**config.mk**
```make
export PLATFORM = sky130hd
export DESIGN_NAME = fsab_preload_flat
export DESIGN_NICKNAME = d
export VERILOG_FILES = /design/src/fsab_pkg.sv /design/src/fsab_req_if.sv /design/src/fsab_preload.sv /design/src/flat_wrapper.sv
export SDC_FILE = /design/constraint.sdc
export NUM_CORES = 1
export LEC_CHECK = 0
export ABC_AREA = 1
export BUFFER_PORTS_ARGS = -buffer_cell sky130_fd_sc_hd__buf_2
export CORE_ASPECT_RATIO = 0.75
export CORE_UTILIZATION = 52
export DETAILED_ROUTE_END_ITERATION = 10
export GPL_TIMING_DRIVEN = 0
export PLACE_DENSITY = 0.89
export SLEW_MARGIN = 40
export SYNTH_ARGS = -nofsm -noshare
export SYNTH_HDL_FRONTEND = slang
export SYNTH_SLANG_ARGS = --single-unit
```
**constraint.sdc**
```tcl
create_clock -name clk -period 5.3 [get_ports clk]
set_input_delay 0.795 -clock clk [delete_from_list [all_inputs] [get_ports clk]]
set_output_delay 0.795 -clock clk [all_outputs]
set_load 0.05 [all_outputs]
```
**src/fsab_pkg.sv**
```systemverilog
`default_nettype none

package fsab_pkg;

	// Bus widths
	localparam int FSAB_DATA_W = 32;     // Data word
	localparam int FSAB_ADDR_W = 32;     // Byte address
	localparam int FSAB_DID_W  = 2;      // Device id

	localparam int FSAB_DEVICES = 3;     // Requesters on the arbiter

	// Device ids, also the arbiter slots
	localparam logic [FSAB_DID_W-1:0] DID_PRELOAD = 2'd0;
	localparam logic [FSAB_DID_W-1:0] DID_IFETCH  = 2'd1;
	localparam logic [FSAB_DID_W-1:0] DID_DATA    = 2'd2;

	// Request mode
	typedef enum logic {
		FSAB_READ  = 1'b0,
		FSAB_WRITE = 1'b1
	} fsab_mode_t;

	// Read response, broadcast from memory to all requesters
	typedef struct packed {
		logic                   valid;  // One cycle per read
		logic [FSAB_DID_W-1:0]  did;    // Requester that asked
		logic [FSAB_DATA_W-1:0] data;   // Read word
	} fsab_rsp_t;

	// Defaults for the top level
	localparam int FSAB_CREDITS_DEF = 4;   // Memory queue slots
	localparam int MEM_AW_DEF       = 10;  // 1024 words

endpackage

`default_nettype wire

```
**src/fsab_req_if.sv**
```systemverilog
`timescale 1ns/1ps
`default_nettype none

interface fsab_req_if;

	logic                               valid;  // Request present
	fsab_pkg::fsab_mode_t               mode;   // Read or write
	logic [fsab_pkg::FSAB_DID_W-1:0]   did;    // Requesting device
	logic [fsab_pkg::FSAB_ADDR_W-1:0]  addr;   // Byte address
	logic [fsab_pkg::FSAB_DATA_W-1:0]  data;   // Write data
	logic                               grant;  // Transfer cycle

	// Requester side, holds fields until grant
	modport requester (
		output valid, mode, did, addr, data,
		input  grant
	);

	// Arbiter side of a requester link
	modport arbiter (
		input  valid, mode, did, addr, data,
		output grant
	);

	// Arbiter to memory, one-cycle pulses, no grant
	modport source (
		output valid, mode, did, addr, data
	);

	modport sink (
		input  valid, mode, did, addr, data
	);

endinterface

`default_nettype wire

```
**src/fsab_preload.sv**
```systemverilog
`timescale 1ns/1ps
`default_nettype none

module fsab_preload #(
	parameter int CREDITS = fsab_pkg::FSAB_CREDITS_DEF
) (
	input  logic                              clk,
	input  logic                              rst_n,
	input  logic                              load_valid,
	input  logic [fsab_pkg::FSAB_ADDR_W-1:0] load_addr,
	input  logic [fsab_pkg::FSAB_DATA_W-1:0] load_data,
	input  logic                              load_done,   // Image complete
	output logic                              load_full,
	input  logic                              credit,      // Shared with arbiter
	fsab_req_if.requester                     bus,
	output logic                              core_rst_n
);

	localparam int CNT_W = $clog2(CREDITS + 1);

	logic [fsab_pkg::FSAB_ADDR_W-1:0] buf_addr [2];  // Two-entry load queue
	logic [fsab_pkg::FSAB_DATA_W-1:0] buf_data [2];
	logic                              wr_sel;
	logic                              rd_sel;
	logic [1:0]                        buf_count;
	logic                              push;
	logic                              pop;
	logic                              ret;          // Write credit back
	logic [CNT_W-1:0]                  outstanding;  // Granted, not yet retired
	logic                              done_seen;

	assign load_full = (buf_count == 2'd2);
	assign push      = load_valid && !load_full;
	assign pop       = bus.grant;
	assign ret       = credit && (outstanding != '0);  // Ignore read credits later

	// Head of queue goes out as a write
	assign bus.valid = (buf_count != 2'd0);
	assign bus.mode  = fsab_pkg::FSAB_WRITE;
	assign bus.did   = fsab_pkg::DID_PRELOAD;
	assign bus.addr  = buf_addr[rd_sel];
	assign bus.data  = buf_data[rd_sel];

	always_ff @(posedge clk) begin
		if (push) begin
			buf_addr[wr_sel] <= load_addr;
			buf_data[wr_sel] <= load_data;
		end
	end

	always_ff @(posedge clk) begin
		if (!rst_n) begin
			wr_sel      <= 1'b0;
			rd_sel      <= 1'b0;
			buf_count   <= 2'd0;
			outstanding <= '0;
			done_seen   <= 1'b0;
			core_rst_n  <= 1'b0;  // Core held during load
		end else begin
			if (push)
				wr_sel <= ~wr_sel;
			if (pop)
				rd_sel <= ~rd_sel;
			buf_count   <= buf_count + 2'(push) - 2'(pop);
			outstanding <= outstanding + CNT_W'(pop) - CNT_W'(ret);
			if (load_done)
				done_seen <= 1'b1;
			if (done_seen && buf_count == 2'd0 && outstanding == '0)
				core_rst_n <= 1'b1;  // Every write retired
		end
	end

endmodule

`default_nettype wire

```
**src/flat_wrapper.sv**
```systemverilog
// flat-port wrapper written by rule: the top's interface ports become plain ports
module fsab_preload_flat 
#(
	parameter int CREDITS = fsab_pkg::FSAB_CREDITS_DEF
)
  (clk, rst_n, load_valid, load_addr, load_data, load_done, load_full, credit, core_rst_n, bus_valid, bus_mode, bus_did, bus_addr, bus_data, bus_grant);
  fsab_req_if bus_i ();
  input  logic clk;
  input  logic rst_n;
  input  logic load_valid;
  input  logic [fsab_pkg::FSAB_ADDR_W-1:0] load_addr;
  input  logic [fsab_pkg::FSAB_DATA_W-1:0] load_data;
  input  logic load_done;
  output logic load_full;
  input  logic credit;
  output logic core_rst_n;
  output wire logic [$bits(bus_i.valid)-1:0] bus_valid;
  output wire logic [$bits(bus_i.mode)-1:0] bus_mode;
  output wire logic [$bits(bus_i.did)-1:0] bus_did;
  output wire logic [$bits(bus_i.addr)-1:0] bus_addr;
  output wire logic [$bits(bus_i.data)-1:0] bus_data;
  input wire logic [$bits(bus_i.grant)-1:0] bus_grant;
  assign bus_valid = bus_i.valid;
  assign bus_mode = bus_i.mode;
  assign bus_did = bus_i.did;
  assign bus_addr = bus_i.addr;
  assign bus_data = bus_i.data;
  assign bus_i.grant = bus_grant;
  fsab_preload #(.CREDITS(CREDITS)) u_core (.clk(clk), .rst_n(rst_n), .load_valid(load_valid), .load_addr(load_addr), .load_data(load_data), .load_done(load_done), .load_full(load_full), .credit(credit), .bus(bus_i), .core_rst_n(core_rst_n));
endmodule
```
* Word level (Yosys, flattened, before mapping)
Memory sizes are Yosys's and may differ from the RTL's. A register that Yosys moved wholly into a read port is not among the register bits. Index checks and enable logic that the tools add are counted.
Word-level totals: register bits after elaboration 9, bits in writable memories 128, output and inout port bits 70, word-level logic and storage cells 30, memories kept 2
Memories:
- u_core.buf_addr | words 2, bits a word 32, rd ports 1, clocked after Yosys merged registers in 1, wr ports 1, RTL line fsab_preload.sv:21 | logic [fsab_pkg::FSAB_ADDR_W-1:0] buf_addr [2];
- u_core.buf_data | words 2, bits a word 32, rd ports 1, clocked after Yosys merged registers in 1, wr ports 1, RTL line fsab_preload.sv:22 | logic [fsab_pkg::FSAB_DATA_W-1:0] buf_data [2];
Operators by class: $add $sub $neg 4, equality and inequality tests 1, mux-type cells 6, bitwise gates (word level) 2, reduce and logical (&&, ||, !) cells 9
Operators by type and width (count):
- $mux W1 | 6
- $logic_and A1 B1 Y1 | 4
- $add A3 B1 Y3 | 1
- $logic_not A3 Y1 | 1
- $reduce_bool A3 Y1 | 1
- $sub A3 B1 Y3 | 1
- $add A2 B1 Y2 | 1
- $eq A2 B2 Y1 const B | 1
- $logic_not A2 Y1 | 1
- $not A1 Y1 | 2
- $reduce_bool A2 Y1 | 1
- $sub A2 B1 Y2 | 1
- $logic_not A1 Y1 | 1

* Depth between registers and ports, before layout
depth after elaboration 5, depth in mapped cells 9

* Worst setup path before layout
OpenSTA, ideal clock, no wires.
path kind input port to flip-flop, start input load_valid, end memory u_core.buf_addr[0][0] in the netlist's numbering (enable), library setup time 487 ps, data arrival time 3718 ps, required time 4813 ps, path slack 1094 ps, stages on the path 4, path buffers 0, cells stage by stage inv_1 > nor2_2 > inv_1 > nor2_1
On the way: longest elaborated chain between the ends 3
RTL lines:
- start: declaration | RTL line flat_wrapper.sv:10 | input logic load_valid;
- $logic_and A1 B1 Y1 | RTL line fsab_preload.sv:33 | assign push = load_valid && !load_full;
- net u_core.push | RTL line fsab_preload.sv:26 | logic push;
- $mux W1 | RTL line fsab_preload.sv:45 | if (push) begin
- $mux W1 (implied by the code) | RTL line fsab_preload.sv:46 | buf_addr[wr_sel] <= load_addr;
- end: declaration | RTL line fsab_preload.sv:21
The timed path passes the listed nets, and every way through them passes these cells.

==> results by group <==
Outcome
  – Status: finished, final reports clean

Cells and area
  – Most common cell after layout, fill and taps aside: buf_2
  – Area Growth Syn to Fin: 28.2%
  – Nets: 503
  – Most frequent cells in the layout: buf_2 (136), edfxtp_1 (128), mux2_4 (60)
  – Share of cells above drive strength 1: 0.568
  – Final core utilization: 0.704
  – Antenna fix cells: 0
  – Final cell count without fillers: approximately 570

Die
  – Row count: 31
  – Die Y: slightly above 90 µm
  – Initial core utilization: 0.549
  – # IOs: 140
  – Die outline area: 0.0109 mm²
  – Core Box Area: 0.00989 mm²
  – Die Width: between 100 and 150 µm

STA
  – Max-slew violation total from the final report: 0
  – Final min period: 2440 ps
  – Final Cycle Share: 0.460
  – Worst setup margin: 2860 ps
  – Final hold violation count: 0
  – Highest clock rate: between 400 and 500 MHz
  – RSZ-0062 raised after global routing: false
  – Clock skew: roughly 13 ps
  – Setup Viol. Count Final: 0

Power
  – Overall Power: ~3.3 mW
  – Worst vdd rail ir drop: 0.000338 V
  – Leakage: about 2.9 nW
  – Pwr Density: around 470 mW/mm²

Placement
  – Dpl ws: approximately 3000 ps
  – GP Congestion: around 0.73
  – Input/output buffers: between 100 and 150
  – Detailed placement HPWL: ~6300 µm
  – Placed insts: around 540

Run
  – Max-cap violation count: 0

Global route
  – Initial antenna violation count: 0
  – Vias in the first global route: a little under 3,000
  – First-pass GRT wire length: 14,800 µm
  – Total grt overflow: 0
  – Largest net degree at the start of global routing: 34
  – Total track usage: 0.187

Clock network
  – CTS tree: yes
  – Post-cts gate resize count: 0
  – # hold bufs at CTS: 0
  – Max Root-Sink Buffers: 2
  – H-tree Lvls: 4
  – Clock root cell: clkbuf_16
  – Clock latency on the worst-skew pair: 400 ps
  – Post-CTS Setup Bufs: 0
  – Clock tree sinks: 138
  – Clk slew on worst S/H paths: ~60 ps
  – CTS buffer count: 17

Synth
  – Register area share after synthesis: 0.745
  – Synthesized cell area: between 0.005 and 0.006 mm²
  – Top post-synthesis cells by area: edfxtp_1 (71%), mux2_4 (17%), dfxtp_1 (3.7%), buf_12 (2.2%), inv_1 (0.97%)
  – Unique masters post-synth: 22
  – Share of the synthesized area in the top cell type: 0.708
  – Synth Area per Inst: around 20 µm²
  – Cells after Synth: approximately 270
  – Warnings from Yosys: 0
  – FF+latch count, synth: 138
  – Synth area leader: edfxtp_1

Detailed routing
  – Per-cell routed wire length: between 15 and 20 µm
  – ANT nets after route: 0
  – Drt first pass iters: 4
  – Routed vias: roughly 2,800
  – Routed WL: between 9000 and 10,000 µm
  – Post-route DRC: 0
  – Iteration-0 DRC Markers: around 140
  – DR vias/cell: ~5

Setup path
  – Worst endpoint required time: about 4500 ps
  – Arrival time worst endpoint: ~1600 ps
  – Startpoint Class: flip-flop
  – Crit-path max FO: 10
  – Crit path kind: flip-flop to primary output
  – Setup crit end kind: primary output

Hold path
  – HP Class: flip-flop to flip-flop
cell usage after synthesis (all sizes together):
cell type	number
mux2	64
nand2	11
buf	10
ha	4
edfxtp	128
conb	2
xnor2	1
nor2	15
a21boi	1
fa	1
a21oi	1
inv	15
or2	1
dfxtp	10
o21ai	1
nor3	1
nand3	2
path summary, 6_finish.rpt:
check,startpoint,endpoint,slack [ps],cells past startpoint
setup / recovery,flip-flop,bus_addr[5],2860,4
hold / removal,u_core.core_rst_n$_SDFFE_PN0P_,u_core.core_rst_n$_SDFFE_PN0P_,480,2
setup reg to reg,u_core.outstanding[1]$_SDFF_PN0_,u_core.outstanding[2]$_SDFF_PN0_,3360,8
hold reg to reg,u_core.core_rst_n$_SDFFE_PN0P_,u_core.core_rst_n$_SDFFE_PN0P_,480,2
per-stage QoR:
step | hold WS [ps] | area [µm²] | setup TNS, ps
3_3_place_gp | 454 | 6280 | -16830
6_report | 483 | 6960 | 0
3_5_place_dp | 472 | 6360 | 0
4_1_cts | 486 | 6960 | 0
5_1_grt | 541 | 6960 | 0
2_1_floorplan | 439 | 5430 | 0
power breakdown:
group | leakage [nW] | switching, mW | internal [mW] | total, mW
clock | 0.284 | 0.431 | 0.739 | 1.17
combinational | 1.31 | 0.490 | 0.249 | 0.739
sequential | 1.27 | 0.0337 | 1.32 | 1.36
registers in the layout, summed over array words and instances, names as in the netlist, named ones only:
name,cells
u_core.buf_addr,64
u_core.buf_count,2
u_core.buf_data,64
u_core.core_rst_n,1
u_core.done_seen,1
u_core.outstanding,3
u_core.rd_sel,1
u_core.wr_sel,1
per-layer routing:
layer | up-vias | global-route usage | part of all wire
met3 | 4 | 0.0846 | 0.069
met4 | 0 | 0.0531 | 0.0022
met2 | 122 | 0.318 | 0.52
met5 | - | 0 | 0
li1 | 1321 | - | -
met1 | 1350 | 0.211 | 0.40
area by class of cell:
type	instances	area (µm²)
clock inverters	14	170
well taps	132	165
flip-flops and latches	138	4040
repair buffers	140	758
plain buffers	10	154
fillers	625	2930
inverters	15	58.8
clock buffers	17	425
multi-input cells	106	1180
cells by family after synthesis:
| family | synth area share |
|---|---|
| AOI/OAI and AO/OA | 0.00323 |
| adders and majority gates | 0.0129 |
| DFF | 0.745 |
| xor gates and xnor gates | 0.00161 |
| muxes | 0.174 |
| and+or+nand+nor | 0.0228 |
| other | 0.00138 |
| buffers and inverters | 0.0387 |
critical path, stage by stage (launching register included):
cell,delay (ps)
dfxtp_1,330
buf_6,210
buf_12,170
mux2_4,310
buf_2,210
Power figures use the tool's default switching activity.
