===== src/fsab_pkg.sv =====
`default_nettype none

package fsab_pkg;

	// Bus widths
	localparam int FSAB_DATA_W = 32;     // Data word
	localparam int FSAB_ADDR_W = 32;     // Byte address
	localparam int FSAB_DID_W  = 2;      // Device id

	localparam int FSAB_DEVICES = 3;     // Requesters on the arbiter

	// Device ids, also the arbiter slots
	localparam logic [FSAB_DID_W-1:0] DID_PRELOAD = 2'd0;
	localparam logic [FSAB_DID_W-1:0] DID_IFETCH  = 2'd1;
	localparam logic [FSAB_DID_W-1:0] DID_DATA    = 2'd2;

	// Request mode
	typedef enum logic {
		FSAB_READ  = 1'b0,
		FSAB_WRITE = 1'b1
	} fsab_mode_t;

	// Read response, broadcast from memory to all requesters
	typedef struct packed {
		logic                   valid;  // One cycle per read
		logic [FSAB_DID_W-1:0]  did;    // Requester that asked
		logic [FSAB_DATA_W-1:0] data;   // Read word
	} fsab_rsp_t;

	// Defaults for the top level
	localparam int FSAB_CREDITS_DEF = 4;   // Memory queue slots
	localparam int MEM_AW_DEF       = 10;  // 1024 words

endpackage

`default_nettype wire


===== src/fsab_req_if.sv =====
`timescale 1ns/1ps
`default_nettype none

interface fsab_req_if;

	logic                               valid;  // Request present
	fsab_pkg::fsab_mode_t               mode;   // Read or write
	logic [fsab_pkg::FSAB_DID_W-1:0]   did;    // Requesting device
	logic [fsab_pkg::FSAB_ADDR_W-1:0]  addr;   // Byte address
	logic [fsab_pkg::FSAB_DATA_W-1:0]  data;   // Write data
	logic                               grant;  // Transfer cycle

	// Requester side, holds fields until grant
	modport requester (
		output valid, mode, did, addr, data,
		input  grant
	);

	// Arbiter side of a requester link
	modport arbiter (
		input  valid, mode, did, addr, data,
		output grant
	);

	// Arbiter to memory, one-cycle pulses, no grant
	modport source (
		output valid, mode, did, addr, data
	);

	modport sink (
		input  valid, mode, did, addr, data
	);

endinterface

`default_nettype wire


===== src/fsab_read_port.sv =====
`timescale 1ns/1ps
`default_nettype none

module fsab_read_port #(
	parameter logic [fsab_pkg::FSAB_DID_W-1:0] DID = fsab_pkg::DID_IFETCH
) (
	input  logic                              clk,
	input  logic                              rst_n,    // System and core reset
	input  logic                              rd_req,   // One-cycle strobe
	input  logic [fsab_pkg::FSAB_ADDR_W-1:0] rd_addr,
	output logic                              rd_wait,
	output logic [fsab_pkg::FSAB_DATA_W-1:0] rd_data,
	fsab_req_if.requester                     bus,
	input  fsab_pkg::fsab_rsp_t               rsp
);

	typedef enum logic [1:0] {
		ST_IDLE,  // Ready for rd_req
		ST_REQ,   // Valid up, waiting on grant
		ST_WAIT   // Granted, waiting on response
	} state_t;

	state_t                            state;
	logic [fsab_pkg::FSAB_ADDR_W-1:0] req_addr;  // Latched read address
	logic                              match;     // Response is ours

	assign match = rsp.valid && (rsp.did == DID);

	assign bus.valid = (state == ST_REQ);
	assign bus.mode  = fsab_pkg::FSAB_READ;
	assign bus.did   = DID;
	assign bus.addr  = req_addr;
	assign bus.data  = '0;  // Reads carry no data

	always_ff @(posedge clk) begin
		if (!rst_n) begin
			state   <= ST_IDLE;
			rd_wait <= 1'b1;  // Busy while core is held
		end else begin
			case (state)
				ST_IDLE: begin
					if (rd_req && !rd_wait) begin
						state   <= ST_REQ;
						rd_wait <= 1'b1;
					end else begin
						rd_wait <= 1'b0;
					end
				end
				ST_REQ: begin
					if (bus.grant)
						state <= ST_WAIT;  // Fields held until here
				end
				ST_WAIT: begin
					if (match) begin
						state   <= ST_IDLE;
						rd_wait <= 1'b0;  // Data valid next cycle
					end
				end
				default: state <= ST_IDLE;
			endcase
		end
	end

	always_ff @(posedge clk) begin
		if (state == ST_IDLE && rd_req && !rd_wait)
			req_addr <= rd_addr;
		if (state == ST_WAIT && match)
			rd_data <= rsp.data;  // Held until the next read
	end

endmodule

`default_nettype wire


===== src/flat_wrapper.sv =====
// flat-port wrapper written by rule: the top's interface ports become plain ports
module fsab_read_port_flat 
#(
	parameter logic [fsab_pkg::FSAB_DID_W-1:0] DID = fsab_pkg::DID_IFETCH
)
  (clk, rst_n, rd_req, rd_addr, rd_wait, rd_data, rsp, bus_valid, bus_mode, bus_did, bus_addr, bus_data, bus_grant);
  fsab_req_if bus_i ();
  input  logic clk;
  input  logic rst_n;
  input  logic rd_req;
  input  logic [fsab_pkg::FSAB_ADDR_W-1:0] rd_addr;
  output logic rd_wait;
  output logic [fsab_pkg::FSAB_DATA_W-1:0] rd_data;
  input  fsab_pkg::fsab_rsp_t rsp;
  output wire logic [$bits(bus_i.valid)-1:0] bus_valid;
  output wire logic [$bits(bus_i.mode)-1:0] bus_mode;
  output wire logic [$bits(bus_i.did)-1:0] bus_did;
  output wire logic [$bits(bus_i.addr)-1:0] bus_addr;
  output wire logic [$bits(bus_i.data)-1:0] bus_data;
  input wire logic [$bits(bus_i.grant)-1:0] bus_grant;
  assign bus_valid = bus_i.valid;
  assign bus_mode = bus_i.mode;
  assign bus_did = bus_i.did;
  assign bus_addr = bus_i.addr;
  assign bus_data = bus_i.data;
  assign bus_i.grant = bus_grant;
  fsab_read_port #(.DID(DID)) u_core (.clk(clk), .rst_n(rst_n), .rd_req(rd_req), .rd_addr(rd_addr), .rd_wait(rd_wait), .rd_data(rd_data), .bus(bus_i), .rsp(rsp));
endmodule

===== config.mk =====
export PLATFORM = sky130hd
export DESIGN_NAME = fsab_read_port_flat
export DESIGN_NICKNAME = d
export VERILOG_FILES = /design/src/fsab_pkg.sv /design/src/fsab_req_if.sv /design/src/fsab_read_port.sv /design/src/flat_wrapper.sv
export SDC_FILE = /design/constraint.sdc
export NUM_CORES = 1
export LEC_CHECK = 0
export ABC_AREA = 1
export BUFFER_PORTS_ARGS = -buffer_cell sky130_fd_sc_hd__buf_4
export CORE_MARGIN = 3
export CORE_UTILIZATION = 36
export DETAILED_ROUTE_END_ITERATION = 6
export GPL_TIMING_DRIVEN = 0
export HOLD_SLACK_MARGIN = 0.02
export PLACE_DENSITY_LB_ADDON = 0.15
export SYNTH_ARGS = -nofsm -noshare
export SYNTH_HDL_FRONTEND = slang
export SYNTH_SLANG_ARGS = --single-unit

===== constraint.sdc =====
create_clock -name clk -period 2.37 [get_ports clk]
set_input_delay 0.1185 -clock clk [delete_from_list [all_inputs] [get_ports clk]]
set_output_delay 0.1185 -clock clk [all_outputs]
set_load 0.05 [all_outputs]

---- Yosys cells after proc, flatten, opt, wreduce, memory -nomap -nowiden ----
Index checks and enable logic that the tools add are counted.
operators by class
  eq/ne operators ......................... 6
  multiplexer cells ....................... 7
  reductions and logical operators ........ 10
operator list
  cell                count
  $mux 2              3
  $ne 2x1->1 const B  3
  $pmux 2 s3          1
  $logic_and 1x1->1   5
  $eq 2x1->1 const B  2
  $reduce_and 3->1    1
  $eq 2x2->1 const B  1
  $logic_not 2->1     1
  $mux 1              2
  $pmux 1 s2          1
  $reduce_and 2->1    1
  $reduce_bool 2->1   1
  $logic_not 1->1     1
word-level totals
  register bits after elaboration ......... 67
  bits of input ports ..................... 71
  output and inout port bits .............. 101
  word-level logic and storage cells ...... 27

---- Logic depth before layout (Yosys ltp) ----
  word-level depth ........................ 4
  gate-level depth with buffers ........... 5
  mapped depth without buffers ............ 5

---- Worst setup path after synthesis ----
No wires, ideal clock.
  path kind ............................... reg2reg
  start point ............................. register u_core.state[0]
  end point ............................... register u_core.rd_data[0] (netlist bit), enable pin
  setup time .............................. 0.421 ns
  data arrival time ....................... 1.872 ns
  data required time ...................... 1.949 ns
  setup slack ............................. 0.077 ns
  stages on the path, launching flop included .. 4
  path buffers ............................ 0
  period minus slack after synthesis ...... 2.293 ns
  cells stage by stage .................... dfxtp_1 > inv_1 > nand2_1 > nor2_1
on the way
  longest elaborated chain between the ends .. 2
RTL lines
  item                    line                  RTL
  start, declared         fsab_read_port.sv:23  state_t state;
  start signal, assigned  fsab_read_port.sv:37  state <= ST_IDLE;
  start signal, assigned  fsab_read_port.sv:43  state <= ST_REQ;
  start signal, assigned  fsab_read_port.sv:51  state <= ST_WAIT;
  $eq 2x2->1              fsab_read_port.sv:67  if (state == ST_WAIT && match)
  $logic_and 1x1->1       fsab_read_port.sv:67
  end signal, assigned    fsab_read_port.sv:68  rd_data <= rsp.data;
  end, declared           fsab_read_port.sv:12  output logic [fsab_pkg::FSAB_DATA_W-1:0] rd_data,
Every way passes these cells.
A chain may end at the register's enable or synchronous reset.

---- Worst setup path in the final report ----
  start point ............................. register u_core.state[0]
  end point ............................... register u_core.rd_data[25] (netlist bit), enable pin
The elaborated chain is that of the path after synthesis.

==> flow_metrics.py <==
metrics = {
    "route": {
        "drtIter0Drc": 50,
        "drc": 0,
        "wl_per_cell_um": 13.5,
        "dr.pass1.iters": 4,
        "wl_um": 6160,
        "vias": 1804,
        "post_drt_via_cell_ratio": 3.96,
        "final_antenna_net_count": 0,
    },
    "floorplan": {
        "die_h_um": 87.3,
        "floorplan.rows": 29,
        "start_util_pct": 37.3,
        "ios": 172,
        "die_w_um": 87.3,
        "core_um2": 6390,
        "die_area_um2": 7630,
    },
    "cts": {
        "clk_latency_ps": 330,
        "htreeDepth": 3,
        "cts.path.max_buffers": 2,
        "cts-buffers-inserted": 9,
        "ctsRootBufferMaster": "clkbuf_8",
        "cts_tree": "yes",
        "post_cts_resized": 0,
        "cts.sinks": 67,
        "cts_hold_buf": 64,
        "cts_setup_buffers": 0,
        "clk_pin_slew_ps": 60,
    },
    "power": {
        "ir_worst_vdd_uv": 521,
        "p_leak_nw": 1.98,
        "power_w": 0.00270,
        "cellPowerDensity_nw_per_um2": 609,
    },
    "critical_path": {
        "crit_arrival_ps": 1580,
        "critPathMaxFanout": 32,
        "endpoint_kind": "flip-flop",
        "rrSetupSlack_ps": 730,
        "start_kind": "flip-flop",
        "critPathKind": "reg2reg",
        "cp.required_ps": 2320,
    },
    "status": {
        "status": "completed",
    },
    "sta": {
        "finalHoldViolCount": 0,
        "skew_ps": 13.1,
        "fin_crit_sh_pct": 69.0,
        "relSlewSlack_pct": 41.6,
        "maxSlewViolCount": 0,
        "min_period_ps": 1640,
        "rsz0062_at_grt": "no",
        "fmax_ghz": 0.611,
        "final.setup.worst_slack_ps": 734,
        "tns_ps": 0,
        "final-setup-viol-count": 0,
        "worstMarginPinSlew_ps": 875,
    },
    "synthesis": {
        "synth_compound_area_share_pct": 0.945,
        "synth_flop_cell": "edfxtp_1",
        "synth_common_cells": "edfxtp_1 (64), buf_4 (35), nand2_1 (7)",
        "ys_seq_area_share_pct": 83.2,
        "avgSynthCellArea_um2": 18.5,
        "synth-xor-area-share_pct": 0,
        "synth_top_family_by_area": "buffers and inverters",
        "synthAdderAreaFrac_pct": 0,
        "post-synth-top-count-cell": "edfxtp_1",
        "synth_edf_count": 64,
        "synthesis.area_um2": 2380,
        "synth_cell_types": 14,
        "synthArstFlopShare_pct": 0,
        "syn_inst": 129,
        "synth_simple_gate_area_share_pct": 3.57,
        "synth.area.mux_share_pct": 0,
        "synth_top_area_share_pct": 80.7,
        "ys_warn_count": 0,
        "synth_area_leaders": "edfxtp_1 (81%), buf_4 (11%), dfxtp_1 (2.5%)",
        "synth-seq-cells": 67,
        "yosysTopAreaCell": "edfxtp_1",
    },
    "global_route": {
        "grt_usage_pct": 16.1,
        "grt_max_degree": 34,
        "antenna_found_initial": 0,
        "grt_pass1_vias": 1874,
        "grt_pass1_wl_um": 9170,
        "grt.overflow.total": 0,
    },
    "placement": {
        "routabilityCongestion": 0.724,
        "dp_hpwl_um": 3900,
        "port_buffers": 136,
        "dp_slack_ps": 694,
        "place_area_um2": 3640,
    },
    "layout": {
        "nets": 444,
        "final_layout_size_suffix_gt1_share_pct": 50.5,
        "multiInputGateArea_um2": 251,
        "antenna_cells": 0,
        "syn2layout_area_growth_pct": 86.5,
        "fill_cells": 439,
        "final_core_util_pct": 69.6,
        "stdcell_area_um2": 4440,
        "register_area_um2": 1980,
    },
    "min_path": {
        "hold_class": "in2reg",
    },
    "job": {
        "drv_cap": 0,
    },
}
## where the power goes
group / switching (W) / total (W) / internal [W]
combinational: 0.000326 / 0.000553 / 0.000227
sequential: 0.0000116 / 0.00135 / 0.00134
clock: 0.000393 / 0.000799 / 0.000406
total: 0.000731 / 0.00270 / 0.00197
## per-layer routing
metal / up-vias / GRT usage, % / share of wire, %
met4: 0 / 4.60 / 0.86
met3: 7 / 10.7 / 16
li1: 871 / - / -
met1: 806 / 17.3 / 36
met2: 120 / 26.0 / 47
met5: - / 0 / 0
## path summary, 6_finish.rpt
| kind | to | start | cells past startpoint |
|---|---|---|---|
| worst max-delay path | u_core.rd_data[25]$_DFFE_PP_ | u_core.state[0]$_SDFFE_PN0P_ | 3 |
| worst min-delay path | u_core.state[0]$_SDFFE_PN0P_ | rst_n | 3 |
| worst max register to register | u_core.rd_data[25]$_DFFE_PP_ | u_core.state[0]$_SDFFE_PN0P_ | 3 |
| worst min register to register | u_core.state[1]$_SDFFE_PN0P_ | u_core.state[0]$_SDFFE_PN0P_ | 3 |
## kinds of logic after synthesis
| family | after synthesis |
|---|---|
| AOI/OAI and AO/OA | 3 |
| buffers and inverters | 41 |
| DFF | 67 |
| other | 2 |
| and+or+nand+nor | 16 |
## layout by cell type (no fill, tap or decap), drive strengths merged
master         n
clkinvlp       1
dlygate4sd3   64
nand2          7
nand3          2
edfxtp        64
o21ai          1
a21oi          2
buf          171
clkinv         2
dfxtp          3
clkbuf        13
nor2           7
inv            6
conb          35
## flip-flops by register name, indices dropped and copies added (netlist names)
| name | cells |
|---|---|
| u_core.state | 2 |
| u_core.rd_data | 32 |
| u_core.rd_wait | 1 |
| u_core.bus.addr | 32 |
## worst max-delay path, cell delays in order, from the launching register on
cell and delay, ps:
dfxtp_1 320, inv_1 130, nand2_1 120, nor2_4 690
## layout make-up
| cell class | instances | area share, % |
|---|---|---|
| Buffer | 35 | 5.91 |
| Sequential cell | 67 | 44.6 |
| Inverter | 6 | 0.507 |
| Timing Repair Buffer | 200 | 37.4 |
| Clock inverter | 3 | 0.394 |
| Tap cell | 77 | 2.17 |
| Clock buffer | 13 | 3.35 |
| Multi-Input combinational cell | 54 | 5.66 |
## through the flow
| stage | cells | hold slack, ps |
|---|---|---|
| final | 455 | 63.5 |
| after global routing | 455 | 58.2 |
| after CTS | 455 | 51.4 |
| after detailed placement | 375 | 298 |
| after global placement | 375 | 296 |
| after floorplan | 162 | 217 |
Power figures use the tool's default switching activity.
